[config.mk]
export PLATFORM = sky130hd
export DESIGN_NAME = pce_io_top
export DESIGN_NICKNAME = d
export VERILOG_FILES = /design/src/pce_io_pkg.sv /design/src/pad_scan_if.sv /design/src/pce_io_top.sv /design/src/audio_mixer.sv /design/src/mouse_tracker.sv /design/src/pad_nibble_mux.sv /design/src/pad_scan_ctrl.sv
export SDC_FILE = /design/constraint.sdc
export NUM_CORES = 1
export LEC_CHECK = 0
export ABC_AREA = 1
export BUFFER_PORTS_ARGS = -buffer_cell sky130_fd_sc_hd__buf_2
export CORE_MARGIN = 1
export CORE_UTILIZATION = 40
export DETAILED_ROUTE_END_ITERATION = 16
export HOLD_SLACK_MARGIN = 0.12
export PLACE_DENSITY = 0.67
export SLEW_MARGIN = 20
export SYNTH_ARGS = -nofsm -noshare
export SYNTH_HDL_FRONTEND = slang
export SYNTH_SLANG_ARGS = --single-unit
[constraint.sdc]
create_clock -name clk_sys -period 2.97 [get_ports clk_sys]
set_input_delay 0.594 -clock clk_sys [delete_from_list [all_inputs] [get_ports clk_sys]]
set_output_delay 0.594 -clock clk_sys [all_outputs]
set_load 0.01 [all_outputs]
[src/pce_io_pkg.sv]
// Shared types and constants for the console input and audio logic
// Pad bit layout, scan indices, port word union and audio sample widths
package pce_io_pkg;

	// ==================================================
	// Controller side
	// ==================================================

	// Host pad word, active high
	// 0 right, 1 left, 2 down, 3 up, 4 I, 5 II, 6 select, 7 run, 8..11 III..VI
	typedef logic [11:0] pad_bits_t;

	typedef logic [2:0] port_idx_t;    // Multitap port number
	typedef logic [1:0] nibble_idx_t;  // {bank, select}
	typedef logic [1:0] mouse_phase_t; // Motion nibble served by the mouse

	// Field view of a port word, low nibble first on the wire
	typedef struct packed {
		logic [3:0] unused; // Always reads 0
		logic [3:0] extra;  // Buttons VI..III
		logic [3:0] dirs;   // Left, down, right, up
		logic [3:0] main;   // Run, select, II, I
	} pad_fields_t;

	// Same 16 bits seen as four nibbles picked by nibble_idx_t
	typedef union packed {
		pad_fields_t     f;
		logic [3:0][3:0] nib;
	} pad_word_u;

	localparam int NUM_PORTS = 5;
	localparam logic [15:0] IDLE_PORT_WORD = 16'h0FFF; // Port past the last one

	// ==================================================
	// Audio side
	// ==================================================

	typedef logic signed [19:0] audio_sample_t; // PSG and CD audio
	typedef logic signed [15:0] adpcm_sample_t;
	typedef logic signed [21:0] mix_sum_t;      // Headroom for three sources
	typedef logic [19:0] dac_word_t;            // Offset binary

endpackage
[src/pad_scan_if.sv]
// Scan state bundle from the port scanner to the pad and mouse datapaths
interface pad_scan_if;
	import pce_io_pkg::*;

	port_idx_t    port_index;     // Current multitap port
	nibble_idx_t  nibble_index;   // Bank bit above select bit
	logic         clear;          // Console holds clear
	mouse_phase_t mouse_phase;
	logic         mouse_transfer; // Single cycle

	modport ctrl (
		output port_index,
		output nibble_index,
		output clear,
		output mouse_phase,
		output mouse_transfer
	);

	modport pad (
		input port_index,
		input nibble_index,
		input clear
	);

	modport mouse (
		input mouse_phase,
		input mouse_transfer
	);

endinterface

[src/pce_io_top.sv]
// Console-side input and audio top level
// Port scanner with pad and mouse datapaths, plus the audio mixer
module pce_io_top #(
	parameter int MOUSE_TIMEOUT_BITS = 15
) (
	input  logic                      clk_sys,
	input  logic                      arst_n,

	// Controller port
	input  logic [1:0]                joy_out,    // [0] select, [1] clear
	output logic [3:0]                joy_in,
	input  pce_io_pkg::pad_bits_t     joy_a,
	input  pce_io_pkg::pad_bits_t     joy_b,
	input  pce_io_pkg::pad_bits_t     joy_2,
	input  pce_io_pkg::pad_bits_t     joy_3,
	input  pce_io_pkg::pad_bits_t     joy_4,
	input  logic                      joy_swap,
	input  logic                      turbotap,
	input  logic                      buttons6,
	input  logic                      mouse_en,

	// Mouse
	input  logic [7:0]                mouse_x,
	input  logic [7:0]                mouse_y,
	input  logic [1:0]                mouse_btn,
	input  logic                      mouse_strobe,

	// Audio
	input  pce_io_pkg::audio_sample_t psg_l,
	input  pce_io_pkg::audio_sample_t psg_r,
	input  pce_io_pkg::audio_sample_t cdda_l,
	input  pce_io_pkg::audio_sample_t cdda_r,
	input  pce_io_pkg::adpcm_sample_t adpcm,
	output pce_io_pkg::dac_word_t     audio_l,
	output pce_io_pkg::dac_word_t     audio_r
);

	pad_scan_if scan_if ();

	logic [7:0] mouse_byte;
	logic [1:0] run_select;

	// Run and select of whichever pad lands on port 0
	assign run_select = joy_swap ? joy_b[7:6] : joy_a[7:6];

	pad_scan_ctrl #(
		.MOUSE_TIMEOUT_BITS(MOUSE_TIMEOUT_BITS)
	) pad_scan_ctrl_inst (
		.clk_sys (clk_sys),
		.arst_n  (arst_n),
		.pad_sel (joy_out[0]),
		.pad_clr (joy_out[1]),
		.turbotap(turbotap),
		.buttons6(buttons6),
		.scan    (scan_if.ctrl)
	);

	pad_nibble_mux pad_nibble_mux_inst (
		.clk_sys   (clk_sys),
		.arst_n    (arst_n),
		.joy_a     (joy_a),
		.joy_b     (joy_b),
		.joy_2     (joy_2),
		.joy_3     (joy_3),
		.joy_4     (joy_4),
		.joy_swap  (joy_swap),
		.mouse_en  (mouse_en),
		.mouse_byte(mouse_byte),
		.scan      (scan_if.pad),
		.joy_in    (joy_in)
	);

	mouse_tracker mouse_tracker_inst (
		.clk_sys     (clk_sys),
		.arst_n      (arst_n),
		.mouse_x     (mouse_x),
		.mouse_y     (mouse_y),
		.mouse_btn   (mouse_btn),
		.mouse_strobe(mouse_strobe),
		.run_select  (run_select),
		.scan        (scan_if.mouse),
		.mouse_byte  (mouse_byte)
	);

	audio_mixer audio_mixer_inst (
		.clk_sys(clk_sys),
		.arst_n (arst_n),
		.psg_l  (psg_l),
		.psg_r  (psg_r),
		.cdda_l (cdda_l),
		.cdda_r (cdda_r),
		.adpcm  (adpcm),
		.audio_l(audio_l),
		.audio_r(audio_r)
	);

endmodule

[src/audio_mixer.sv]
// Three-source audio mixer with saturation to an offset-binary DAC word
module audio_mixer (
	input  logic                      clk_sys,
	input  logic                      arst_n,
	input  pce_io_pkg::audio_sample_t psg_l,
	input  pce_io_pkg::audio_sample_t psg_r,
	input  pce_io_pkg::audio_sample_t cdda_l,
	input  pce_io_pkg::audio_sample_t cdda_r,
	input  pce_io_pkg::adpcm_sample_t adpcm,
	output pce_io_pkg::dac_word_t     audio_l,
	output pce_io_pkg::dac_word_t     audio_r
);
	import pce_io_pkg::*;

	mix_sum_t sum_l;
	mix_sum_t sum_r;
	mix_sum_t adpcm_ext;

	// ADPCM is mono and sits 4 bits up in the 20-bit range
	assign adpcm_ext = mix_sum_t'(adpcm) <<< 4;

	// Sign flip when in range, rail otherwise
	function automatic dac_word_t clamp(input mix_sum_t s);
		if (s[21:19] == 3'b000 || s[21:19] == 3'b111)
			return {~s[19], s[18:0]};
		else if (s[21])
			return 20'h00000; // Negative overflow
		else
			return 20'hFFFFF;
	endfunction

	always_ff @(posedge clk_sys or negedge arst_n) begin
		if (!arst_n) begin
			sum_l <= '0;
			sum_r <= '0;
		end else begin
			sum_l <= mix_sum_t'(psg_l) + mix_sum_t'(cdda_l) + adpcm_ext;
			sum_r <= mix_sum_t'(psg_r) + mix_sum_t'(cdda_r) + adpcm_ext;
		end
	end

	assign audio_l = clamp(sum_l);
	assign audio_r = clamp(sum_r);

endmodule

[src/mouse_tracker.sv]
// Mouse motion capture and the phase-served mouse byte
module mouse_tracker (
	input  logic       clk_sys,
	input  logic       arst_n,
	input  logic [7:0] mouse_x,
	input  logic [7:0] mouse_y,
	input  logic [1:0] mouse_btn,    // Bit 0 left
	input  logic       mouse_strobe,
	input  logic [1:0] run_select,   // Pad 0 after swap, {run, select}
	pad_scan_if.mouse  scan,
	output logic [7:0] mouse_byte
);

	logic [7:0] held_x;   // Collected since the last transfer
	logic [7:0] held_y;
	logic [7:0] served_x; // Frozen for the current frame
	logic [7:0] served_y;

	always_ff @(posedge clk_sys or negedge arst_n) begin
		if (!arst_n) begin
			held_x   <= 8'h00;
			held_y   <= 8'h00;
			served_x <= 8'h00;
			served_y <= 8'h00;
		end else begin
			if (scan.mouse_transfer) begin
				served_x <= held_x;
				served_y <= held_y;
				held_x   <= 8'h00;
				held_y   <= 8'h00;
			end
			// A new sample in the same clock overrides the clear
			if (mouse_strobe) begin
				held_x <= 8'h00 - mouse_x; // Console x axis runs the other way
				held_y <= mouse_y;
			end
		end
	end

	// Button nibble, active low
	assign mouse_byte[3:0] = ~{run_select, mouse_btn[0], mouse_btn[1]};

	always_comb begin
		case (scan.mouse_phase)
			2'd0:    mouse_byte[7:4] = served_x[7:4];
			2'd1:    mouse_byte[7:4] = served_x[3:0];
			2'd2:    mouse_byte[7:4] = served_y[7:4];
			default: mouse_byte[7:4] = served_y[3:0];
		endcase
	end

endmodule

[src/pad_nibble_mux.sv]
// Per-port word build, nibble select and the registered joy_in latch
module pad_nibble_mux (
	input  logic                  clk_sys,
	input  logic                  arst_n,
	input  pce_io_pkg::pad_bits_t joy_a,
	input  pce_io_pkg::pad_bits_t joy_b,
	input  pce_io_pkg::pad_bits_t joy_2,
	input  pce_io_pkg::pad_bits_t joy_3,
	input  pce_io_pkg::pad_bits_t joy_4,
	input  logic                  joy_swap,
	input  logic                  mouse_en,
	input  logic [7:0]            mouse_byte,
	pad_scan_if.pad               scan,
	output logic [3:0]            joy_in
);
	import pce_io_pkg::*;

	// ==================================================
	// Port word build
	// ==================================================

	// Console side is active low
	function automatic pad_word_u build_word(input pad_bits_t p);
		pad_word_u w;
		w.f.unused = 4'h0;
		w.f.extra  = ~p[11:8];
		w.f.dirs   = ~{p[1], p[2], p[0], p[3]}; // Left, down, right, up
		w.f.main   = ~p[7:4];
		return w;
	endfunction

	pad_bits_t pads [NUM_PORTS];
	pad_word_u port_word;

	always_comb begin
		pads[0] = joy_swap ? joy_b : joy_a;
		pads[1] = joy_swap ? joy_a : joy_b;
		pads[2] = joy_2;
		pads[3] = joy_3;
		pads[4] = joy_4;
	end

	always_comb begin
		if (scan.port_index >= port_idx_t'(NUM_PORTS))
			port_word = IDLE_PORT_WORD;
		else if (scan.port_index == '0 && mouse_en)
			port_word = {mouse_byte, mouse_byte}; // Same byte in both banks
		else
			port_word = build_word(pads[scan.port_index]);
	end

	// ==================================================
	// Output latch
	// ==================================================

	always_ff @(posedge clk_sys or negedge arst_n) begin
		if (!arst_n) begin
			joy_in <= 4'h0;
		end else if (scan.clear) begin
			joy_in <= 4'h0;
		end else begin
			joy_in <= port_word.nib[scan.nibble_index];
		end
	end

endmodule

[src/pad_scan_ctrl.sv]
// Port scanner: select and clear edges, multitap port, button bank, mouse phase
module pad_scan_ctrl #(
	parameter int MOUSE_TIMEOUT_BITS = 15
) (
	input  logic     clk_sys,
	input  logic     arst_n,
	input  logic     pad_sel,
	input  logic     pad_clr,
	input  logic     turbotap,
	input  logic     buttons6,
	pad_scan_if.ctrl scan
);
	import pce_io_pkg::*;

	logic [1:0] sel_q; // [0] sampled, [1] one clock older
	logic [1:0] clr_q;
	logic       sel_rise;
	logic       clr_rise;

	port_idx_t    port_q;
	logic         bank_q;     // Second button bank on six-button pads
	mouse_phase_t phase_q;
	logic         transfer_q;

	logic [MOUSE_TIMEOUT_BITS-1:0] timeout_q;
	logic                          timeout_done;

	assign sel_rise     = sel_q[0] & ~sel_q[1];
	assign clr_rise     = clr_q[0] & ~clr_q[1];
	assign timeout_done = &timeout_q;

	always_ff @(posedge clk_sys or negedge arst_n) begin
		if (!arst_n) begin
			sel_q      <= '0;
			clr_q      <= '0;
			port_q     <= '0;
			bank_q     <= 1'b0;
			phase_q    <= '0;
			transfer_q <= 1'b0;
			timeout_q  <= '0;
		end else begin
			sel_q <= {sel_q[0], pad_sel};
			clr_q <= {clr_q[0], pad_clr};

			// Multitap stepping
			if (clr_rise) begin
				port_q <= '0;
				bank_q <= ~bank_q & buttons6; // Toggles only with six buttons
			end else if (sel_rise && !clr_q[0] && turbotap) begin
				port_q <= port_q + port_idx_t'(1);
			end

			// Mouse idle timeout runs only while clear is low
			if (clr_q[0])
				timeout_q <= '0;
			else if (!timeout_done)
				timeout_q <= timeout_q + MOUSE_TIMEOUT_BITS'(1);

			// A clear edge wins over the timeout
			if (clr_rise)
				phase_q <= phase_q + mouse_phase_t'(1);
			else if (timeout_done)
				phase_q <= mouse_phase_t'(3);

			transfer_q <= clr_rise && (phase_q == mouse_phase_t'(3)); // Frame wrap
		end
	end

	assign scan.port_index     = port_q;
	assign scan.nibble_index   = {bank_q, sel_q[0]};
	assign scan.clear          = clr_q[0];
	assign scan.mouse_phase    = phase_q;
	assign scan.mouse_transfer = transfer_q;

endmodule

==> results_dict.tcl, run 1 <==
set metrics [dict create \
    drc 0 \
    cpMostUsedCell "a21oi_1" \
    post-route-util_pct 50.1 \
    dp.cells 1541 \
    clk_latency_ns 0.36 \
    cpMaxStageDelayCell "fa_1" \
    core_um2 19700 \
    setup_viol 0 \
    leakage_nw 5.32 \
    clk_pin_slew_ns 0.09 \
    drt_wl_total_um 22300 \
    multi_input_area_um2 4740 \
    cp-end-kind "flop" \
    p_per_area_nw_per_um2 628 \
    fin_crit_sh_pct 81.9 \
    grt_pass1_wl_um 35400 \
    placed_area_um2 9520 \
    period_minus_slack_ns 2.43 \
    wl_per_cell_um 14.3 \
    drive_gt1_share_pct 21.2 \
    worstPathArrival_ns 2.71 \
    nFillCells 2042 \
    portBuffers 226 \
    cp_top_family "adder cells" \
    cts.repair.resized 0 \
    cp_max_fo 7 \
    stdcell_count 1557 \
    clock.fmax_ghz 0.411 \
    hold_violations 0 \
    synth.distinct_cells 42 \
    via_per_inst 4.98 \
    initialDrtViolationCount 398 \
    cts_made_buffers 9 \
    cpPeakStageDelay_ns 0.53 \
    seq_area_um2 2650 \
    n_antenna_cell 0 \
    cts.sinks 106 \
    relSlewSlack_pct 60.2 \
    syn_nets 1340 \
    num_rows 51 \
    syn2layout_area_growth_pct 21.3 \
    path_cells "buf_2 -> fa_1 -> ha_1 -> a21oi_1 -> o21ai_0 -> nand2_1 -> nand3_1 -> a21oi_1 -> xor2_1" \
    fin_skew_ns 0.0135 \
    num_vias 7749 \
    syn_area_um2 8110 \
    fin_setup_tns_ns 0 \
    crit_required_ns 3.25 \
    ir_drop_mv 0.401 \
    synthArstFlopShare_pct 100 \
    start_util_pct 41.3 \
    synth_edf_count 0 \
    first_pass_iters 5 \
    antenna_found_initial 1 \
    dieArea_um2 20800 \
    worstSetupPathType "primary input to flop" \
    final_antenna_net_count 0 \
    gr-total-overflow 0 \
    dpl.hpwl_um 18300 \
    grt_pass1_vias 7447 \
    hold_class "primary input to async pin" \
    yosysWarnings 0 \
    synth_cells 1065 \
    clk_path_buf_depth 2 \
    maxCapViolations 0 \
    report.final.slew_viol_count 0 \
    grt_use_total_pct 21.8 \
    grt_max_degree 46 \
    status "completed" \
    tightest_slew_ns 0.597 \
    cts_max_level 3 \
    worst-path-buf-inv 1 \
    fin_nets 1562 \
    syn_avg_cell_area_um2 7.62 \
    worstSetupStartpointType "primary input" \
    cts-hold-fix-buffers 0 \
    synth_flop_cell "dfrtp_1" \
    stdcell_area_um2 9840 \
    ios 227 \
    fp.dieH_um 144 \
    rsz0062_at_grt "false" \
    cts-root-buf "clkbuf_16" \
    cts_tree "built" \
    ys_ff_latch 106 \
    ys_seq_area_share_pct 32.7 \
    post-cts-setup-buffer-count 0 \
    place_congestion 0.970 \
    die_w_um 144 \
]
## cells by family (layout without fill, tap and decap cells)
family          after synthesis  count (layout)  synth area share [%]
simple gates                441             441                  23.2
compound gates              213             213                  14.1
buf+inv                     178             405                  8.81
flops                       106             106                  32.7
fa+ha+maj                    92              92                  17.3
xor+xnor                     35              35                  3.78
## sequential cells by signal, summed over array words and instances (netlist names), 4 cells and up
signal                        count
mouse_tracker_inst.served_x       8
mouse_tracker_inst.held_x         8
audio_mixer_inst.sum_l           22
mouse_tracker_inst.served_y       8
pad_nibble_mux_inst.joy_in        4
pad_scan_ctrl_inst.timeout_q     15
audio_mixer_inst.sum_r           22
mouse_tracker_inst.held_y         8
## where the power goes
| group | internal [mW] | switching (mW) |
|---|---|---|
| clock network | 0.620 | 0.649 |
| logic | 1.12 | 1.78 |
| registers | 1.84 | 0.168 |
| total | 3.58 | 2.60 |
## placed cells by master (no fill, tap or decap), drive strengths merged, types with 7 or more instances in the layout
master | Yosys | routed
nand2 | 245 | 245
buf | 13 | 235
inv | 154 | 159
a21oi | 111 | 111
dfrtp | 106 | 106
nand3 | 79 | 79
nor2 | 79 | 79
o21ai | 70 | 70
ha | 58 | 58
fa | 34 | 34
xor2 | 29 | 29
nor3 | 13 | 13
nand4 | 10 | 10
a31oi | 10 | 10
clkbuf | 11 | 9
or2 | 7 | 7
## worst paths after layout
path | start | to | slack (ns) | depth (start not counted)
worst max-delay path | psg_r[6] | audio_mixer_inst.sum_r[15]$_DFF_PN0_ | 0.54 | 9
worst min-delay path | arst_n | audio_mixer_inst.sum_l[15]$_DFF_PN0_ | 0.23 | 1
worst max register to register | pad_scan_ctrl_inst.scan.port_index[1]$_DFFE_PN0P_ | pad_nibble_mux_inst.joy_in[2]$_DFF_PN0_ | 0.95 | 8
worst min register to register | pad_scan_ctrl_inst.timeout_q[10]$_DFFE_PN0P_ | pad_scan_ctrl_inst.timeout_q[10]$_DFFE_PN0P_ | 0.49 | 1
max in group asynchronous | arst_n | pad_scan_ctrl_inst.sel_q[1]$_DFF_PN0_ | 2.03 | 2
min in group clk_sys | joy_out[1] | pad_scan_ctrl_inst.clr_q[0]$_DFF_PN0_ | 0.35 | 1
## metal layers
layer	vias to the layer above	global-route usage (%)	part of all wire, %
met4	2	6.59	1.7
met5	-	0	0.058
li1	3913	-	-
met2	294	39.1	49
met1	3512	26.8	43
met3	28	3.38	6.5
## final cells by class
type                       count  area share (%)
multi-input combinational    781            48.2
timing repair buffer         235            12.3
inverter                     154            5.90
tap                          265            3.37
clock buffer                   9            2.29
sequential                   106            27.0
clock inverter                 7           0.954
## Yosys cell counts, types with 4 or more instances
| master | count | share of area (%) |
|---|---|---|
| fa_1 | 34 | 8.4 |
| dfrtp_1 | 106 | 33 |
| inv_1 | 150 | 6.9 |
| buf_2 | 8 | 0.49 |
| nand3_1 | 79 | 4.9 |
| nor3_1 | 11 | 0.68 |
| ha_1 | 58 | 8.9 |
| clkbuf_1 | 11 | 0.51 |
| nor2_1 | 78 | 3.6 |
| xnor2_1 | 6 | 0.65 |
| nor4_1 | 5 | 0.39 |
| a31oi_1 | 10 | 0.77 |
| o211ai_1 | 4 | 0.37 |
| o21ai_0 | 63 | 3.9 |
| o21ai_1 | 5 | 0.31 |
| or2_2 | 7 | 0.54 |
| xor2_1 | 29 | 3.1 |
| buf_6 | 4 | 0.56 |
| o22ai_1 | 4 | 0.31 |
| nand2_1 | 240 | 11 |
| a21oi_1 | 111 | 6.8 |
| nand4_1 | 10 | 0.77 |
## metrics by stage
step	worst slack [ns]	hold WS, ns	power, mW
2_1_floorplan	0.602	0.298	3.84
3_3_place_gp	0.197	0.473	4.92
3_5_place_dp	0.227	0.470	4.94
4_1_cts	0.601	0.248	6.24
5_1_grt	0.407	0.270	6.70
6_report	0.538	0.226	6.18
(Power assumes the default switching activity.)
==> run 2, diff against run 1 <==
- PLACE_DENSITY: 0.67 -> 0.69
- clock period: 2.97 -> 2 ns (I/O delays scaled with it)
==> results_dict.tcl, run 2 (synthesis gave the netlist of run 1 again) <==
set metrics [dict create \
    report.final.slew_viol_count 0 \
    worstSetupPathType "primary input to flop" \
    worstPathArrival_ns 2.27 \
    cp-end-kind "flop" \
    cts-root-buf "clkbuf_16" \
    period_minus_slack_ns 2.02 \
    ios 227 \
    clock.fmax_ghz 0.495 \
    r2r_cells 11 \
    final_common_cell "buf_2" \
    leakage_nw 5.88 \
    wl_per_cell_um 14.4 \
    grt_pass1_vias 7925 \
    drc 0 \
    hold_path_end "pad_scan_ctrl_inst.clr_q[0]$_DFF_PN0_" \
    holdPathStages 1 \
    die_w_um 144 \
    antenna_found_initial 3 \
    grt_pass1_wl_um 37000 \
    placed_area_um2 10600 \
    core_um2 19700 \
    ir_drop_mv 0.466 \
    maxCapViolations 0 \
    hp-start "joy_out[1]" \
    cts_tree "built" \
    fin_nets 1660 \
    num_vias 8175 \
    final_antenna_net_count 0 \
    fin_skew_ns 0.0145 \
    hold_class "primary input to flop" \
    clk_latency_ns 0.36 \
    path_cells "buf_2 -> buf_4 -> fa_1 -> ha_4 -> a21oi_2 -> o21ai_1 -> a21oi_1 -> nand3_1 -> xor2_1" \
    clk_pin_slew_ns 0.08 \
    drive_gt1_share_pct 35.5 \
    cts_made_buffers 9 \
    grt_max_degree 34 \
    tightest_slew_ns 0.382 \
    relSlewSlack_pct 74.3 \
    dpl.hpwl_um 19100 \
    layout_setup_ws_ns -0.0218 \
    cts_max_level 3 \
    preCtsSetupSlack_ns -0.496 \
    fin_crit_sh_pct 101 \
    cts.sinks 106 \
    initialDrtViolationCount 438 \
    rsz0062_at_grt "true" \
    cpMaxStageDelayCell "fa_1" \
    start_util_pct 41.3 \
    place_congestion 0.926 \
    syn2layout_area_growth_pct 40.2 \
    p_per_area_nw_per_um2 913 \
    stdcell_area_um2 11400 \
    gr-total-overflow 0 \
    first_pass_iters 6 \
    portBuffers 226 \
    crit_required_ns 2.24 \
    r2r_end "pad_nibble_mux_inst.joy_in[2]$_DFF_PN0_" \
    num_rows 51 \
    failed_checks "setup timing" \
    drt_wl_total_um 23800 \
    rrSetupSlack_ns 0.19 \
    via_per_inst 4.93 \
    status "complete, but fails checks" \
    worstReg2RegStart "pad_scan_ctrl_inst.scan.port_index[0]$_DFFE_PN0P_" \
    hold_violations 0 \
    reg.largest.list "audio_mixer_inst.sum_l x22, audio_mixer_inst.sum_r x22, pad_scan_ctrl_inst.timeout_q x15" \
    cp_max_fo 4 \
    worstSetupStartpointType "primary input" \
    clk_path_buf_depth 2 \
    grt_use_total_pct 22.9 \
    setup_viol 2 \
    cpPeakStageDelay_ns 0.49 \
    fp.dieH_um 144 \
    dieArea_um2 20800 \
    mostFrequentLayoutCells "buf_2 (223), nand2_1 (215), inv_1 (141)" \
]
run 2: report_power, final:
group          internal (mW)  leakage, nW  switching [mW]
Sequential              2.74         1.30           0.254
Clock                  0.920        0.154           0.972
Combinational           2.42         4.43            3.08
Total                   6.08         5.88            4.31
run 2: repair_timing:
item / in CTS / in global routing
hold endpoints to repair: 20 / 0
hold buffers: 1 / 0
pin swaps: 6 / 42
setup endpoints to repair: 12 / 38
buffers inserted: 1 / 2
gates resized for setup: 13 / 87
run 2: cell type report:
| type | count | area (um2) |
|---|---|---|
| fill | 1852 | 8290 |
| multi-input combinational | 781 | 5480 |
| sequential | 106 | 2650 |
| timing repair buffer | 333 | 1990 |
| inverter | 154 | 591 |
| tap | 265 | 332 |
| clock buffer | 9 | 225 |
| clock inverter | 7 | 93.8 |
| antenna | 2 | 5.00 |
run 2: worst max-delay path, delay by kind of cell:
kind	cells	cell delay [ns]
adders and majority gates	2	0.79
AOI/OAI and AO/OA	3	0.52
buffers and inverters	2	0.25
xor gates and xnor gates	1	0.16
and+or+nand+nor	1	0.15
run 2: how the worst max path moves through the flow:
stage	cells after the start	slack, ns	to	start
after global routing	10	-0.08	audio_mixer_inst.sum_l[20]$_DFF_PN0_	psg_l[16]
final	9	-0.02	audio_mixer_inst.sum_l[19]$_DFF_PN0_	adpcm[8]
after floorplan	10	-0.12	audio_mixer_inst.sum_l[12]$_DFF_PN0_	psg_l[5]
after detailed placement	12	-0.50	audio_mixer_inst.sum_r[16]$_DFF_PN0_	adpcm[0]
after global placement	12	-0.47	audio_mixer_inst.sum_r[16]$_DFF_PN0_	adpcm[0]
after CTS	10	0.0006	audio_mixer_inst.sum_l[12]$_DFF_PN0_	adpcm[1]
run 2: layer usage:
| layer | vias up | part of all wire [%] | GRT usage [%] |
|---|---|---|---|
| met1 | 3799 | 42 | 27.9 |
| met5 | - | 0.059 | 0 |
| li1 | 4103 | - | - |
| met3 | 27 | 5.0 | 2.91 |
| met2 | 244 | 51 | 41.8 |
| met4 | 2 | 1.6 | 6.48 |
run 2: metrics by stage:
stage | std cells | TNS [ns] | hold WS [ns] | total power [mW] | util (%)
2_1_floorplan | 1065 | -0.548 | 0.104 | 5.95 | -
5_1_grt | 1656 | -0.551 | 0.132 | 11.1 | 57.8
3_5_place_dp | 1635 | -11.26 | 0.325 | 8.09 | 53.8
6_report | 1657 | -0.0403 | 0.142 | 10.4 | 57.8
4_1_cts | 1653 | 0 | 0.128 | 10.1 | 55.8
3_3_place_gp | 1635 | -10.57 | 0.323 | 8.02 | 53.8
==> run 3, diff against run 2 <==
- ABC_AREA: 1 -> unset
- CORE_MARGIN: 1 -> unset
- PLACE_DENSITY: 0.69 -> 0.7
- SETUP_SLACK_MARGIN: unset -> 0.1
==> results_dict.tcl, run 3 <==
set metrics [dict create \
    stdcell_area_um2 11600 \
    clk_latency_ns 0.36 \
    ys_ff_latch 106 \
    drt_wl_total_um 23200 \
    ios 227 \
    grt_max_degree 54 \
    cp_top_family "adder cells" \
    cts_made_buffers 9 \
    grt_pass1_wl_um 34600 \
    crit_end "audio_mixer_inst.sum_l[16]$_DFF_PN0_" \
    grt_use_total_pct 22.8 \
    leakage_nw 5.42 \
    worstSetupPathType "primary input to flop" \
    final_antenna_net_count 0 \
    layout_setup_ws_ns -0.386 \
    preCtsSetupSlack_ns -0.882 \
    mostFrequentLayoutCells "buf_2 (203), buf_4 (122), dfrtp_1 (102)" \
    cpMaxStageDelayCell "fa_2" \
    r2r_cells 7 \
    synth_edf_count 0 \
    clock.fmax_ghz 0.419 \
    first_pass_iters 4 \
    synth_commonest_cells "nor2_1 (113), dfrtp_1 (106), ha_1 (58)" \
    synth_cells 756 \
    fin_setup_tns_ns -5.98 \
    syn2layout_area_growth_pct 52.9 \
    period_minus_slack_ns 2.39 \
    die_w_um 140 \
    synthArstFlopShare_pct 100 \
    worstReg2RegStart "pad_scan_ctrl_inst.scan.port_index[0]$_DFFE_PN0P_" \
    cts_max_level 3 \
    r2r_end "pad_nibble_mux_inst.joy_in[0]$_DFF_PN0_" \
    multi_input_area_um2 5560 \
    p_per_area_nw_per_um2 994 \
    synthTopCellsByArea "dfrtp_1 (35%), ha_1 (9.6%), fa_1 (9.0%)" \
    crit_required_ns 2.29 \
    wl_per_cell_um 17.1 \
    start_util_pct 41.4 \
    portBuffers 226 \
    core_um2 18300 \
    seq_area_um2 2660 \
    clk_path_buf_depth 2 \
    cpPeakStageDelay_ns 0.61 \
    rrSetupSlack_ns 0.13 \
    post-route-util_pct 63.4 \
    fin_nets 1397 \
    num_vias 7251 \
    gr-total-overflow 0 \
    placed_area_um2 10000 \
    status "complete, but fails checks" \
    grt_pass1_vias 7272 \
    whs_ns 0.146 \
    syn_avg_cell_area_um2 10.0 \
    hp-start "joy_out[1]" \
    fin_crit_sh_pct 119 \
    maxCapViolations 0 \
    hold_class "primary input to flop" \
    cts-root-buf "clkbuf_16" \
    fp.dieH_um 140 \
    reg.largest.list "audio_mixer_inst.sum_l x22, audio_mixer_inst.sum_r x22, pad_scan_ctrl_inst.timeout_q x15" \
    final_common_cell "buf_2" \
    yosysTopAreaCellShare_pct 35.0 \
    initialDrtViolationCount 297 \
    worstSetupStartpointType "primary input" \
    dieArea_um2 19500 \
    worstPathArrival_ns 2.68 \
    antenna_found_initial 2 \
    ys_seq_area_share_pct 35.0 \
    yosysMostFrequentCell "nor2_1" \
    tightest_slew_ns 0.655 \
    path_cells "buf_8 -> inv_8 -> fa_2 -> inv_2 -> ha_4 -> o21a_1 -> a2111o_1 -> and4_4 -> buf_6 -> o211ai_1 -> nor2b_2 -> xnor2_1" \
    cp_max_fo 3 \
    synth_flop_cell "dfrtp_1" \
    setup_viol 26 \
    place_congestion 0.866 \
    rsz0062_at_grt "true" \
    cts.sinks 106 \
    worst-path-stages 12 \
    worst-path-buf-inv 4 \
    hold_violations 0 \
    clk_pin_slew_ns 0.08 \
    nFillCells 1457 \
    cp-end-kind "flop" \
    drive_gt1_share_pct 50.9 \
    yosysTopAreaCell "dfrtp_1" \
    drc 0 \
    ir_drop_mv 0.500 \
    fin_skew_ns 0.00745 \
    crit_start "cdda_l[4]" \
    num_rows 49 \
    syn_area_um2 7570 \
    failed_checks "setup timing" \
    synth.distinct_cells 66 \
    yosysWarnings 0 \
    syn_nets 1031 \
    via_per_inst 5.34 \
    relSlewSlack_pct 56.3 \
    report.final.slew_viol_count 0 \
    cts_tree "built" \
    dpl.hpwl_um 17300 \
]
==> run 3: cell count changes in the layout (fill, tap and decap cells not counted), sizes merged, moves of 20 or more <==
cell,delta
buf,+46
xnor2,+24
nand3,-69
mux2,+20
inv,-119
nand2,-219
a21oi,-54
nor2,+34
o21ai,-40
==> run 3: what timing repair did <==
action / in CTS / in global routing
cloned: 1 / 7
setup buffers: 14 / 17
hold buffers: 1 / 0
endpoints found under the setup margin: 39 / 76
endpoints found under the hold margin: 28 / 0
gates resized for setup: 63 / 172
pin swaps: 55 / 72
==> run 3: worst min-delay path by stage <==
| stage | end | depth (start not counted) | slack (ns) |
|---|---|---|---|
| CTS | pad_scan_ctrl_inst.clr_q[0]$_DFF_PN0_ | 1 | 0.13 |
| detailed placement | mouse_tracker_inst.held_y[7]$_DFFE_PN0P_ | 1 | 0.24 |
| finish | pad_scan_ctrl_inst.clr_q[0]$_DFF_PN0_ | 1 | 0.15 |
| global placement | mouse_tracker_inst.held_y[7]$_DFFE_PN0P_ | 1 | 0.24 |
| floorplan | audio_mixer_inst.sum_l[0]$_DFF_PN0_ | 0 | 0.10 |
| global route | pad_scan_ctrl_inst.clr_q[0]$_DFF_PN0_ | 1 | 0.13 |
==> run 3: final cells by class <==
cell class | instances | share of cell area, %
diodes | 1 | 0.0216
clock buffers | 10 | 1.98
clock inverters | 6 | 0.692
well taps | 229 | 2.47
inverters | 36 | 1.30
repair buffers | 380 | 22.6
flip-flops and latches | 106 | 23.0
multi-input cells | 589 | 48.0
==> run 3: routing by layer <==
metal	GRT usage [%]	share of wire, %
met5	0	0.052
met4	10.1	3.2
met3	3.44	5.5
met2	42.1	52
met1	25.9	39
==> run 3: power breakdown <==
group	switching [mW]	internal (mW)	total, mW
Combinational	3.18	3.29	6.47
Clock	0.888	1.00	1.89
Sequential	0.419	2.73	3.15
Total	4.49	7.02	11.5
==> run 3: stage by stage <==
step	total power, mW	cells
2_1_floorplan	5.73	756
3_3_place_gp	7.76	1307
3_5_place_dp	7.85	1307
4_1_cts	10.1	1338
5_1_grt	12.2	1357
6_report	11.5	1357
==> run 3: cell families after synthesis <==
kind of cell,count (synthesis),synth area share (%)
DFF,106,35.0
xor gates and xnor gates,44,5.34
AOI/OAI and AO/OA,189,16.6
and+or+nand+nor,221,14.0
buffers and inverters,61,3.11
adders and majority gates,92,18.6
muxes,43,7.34
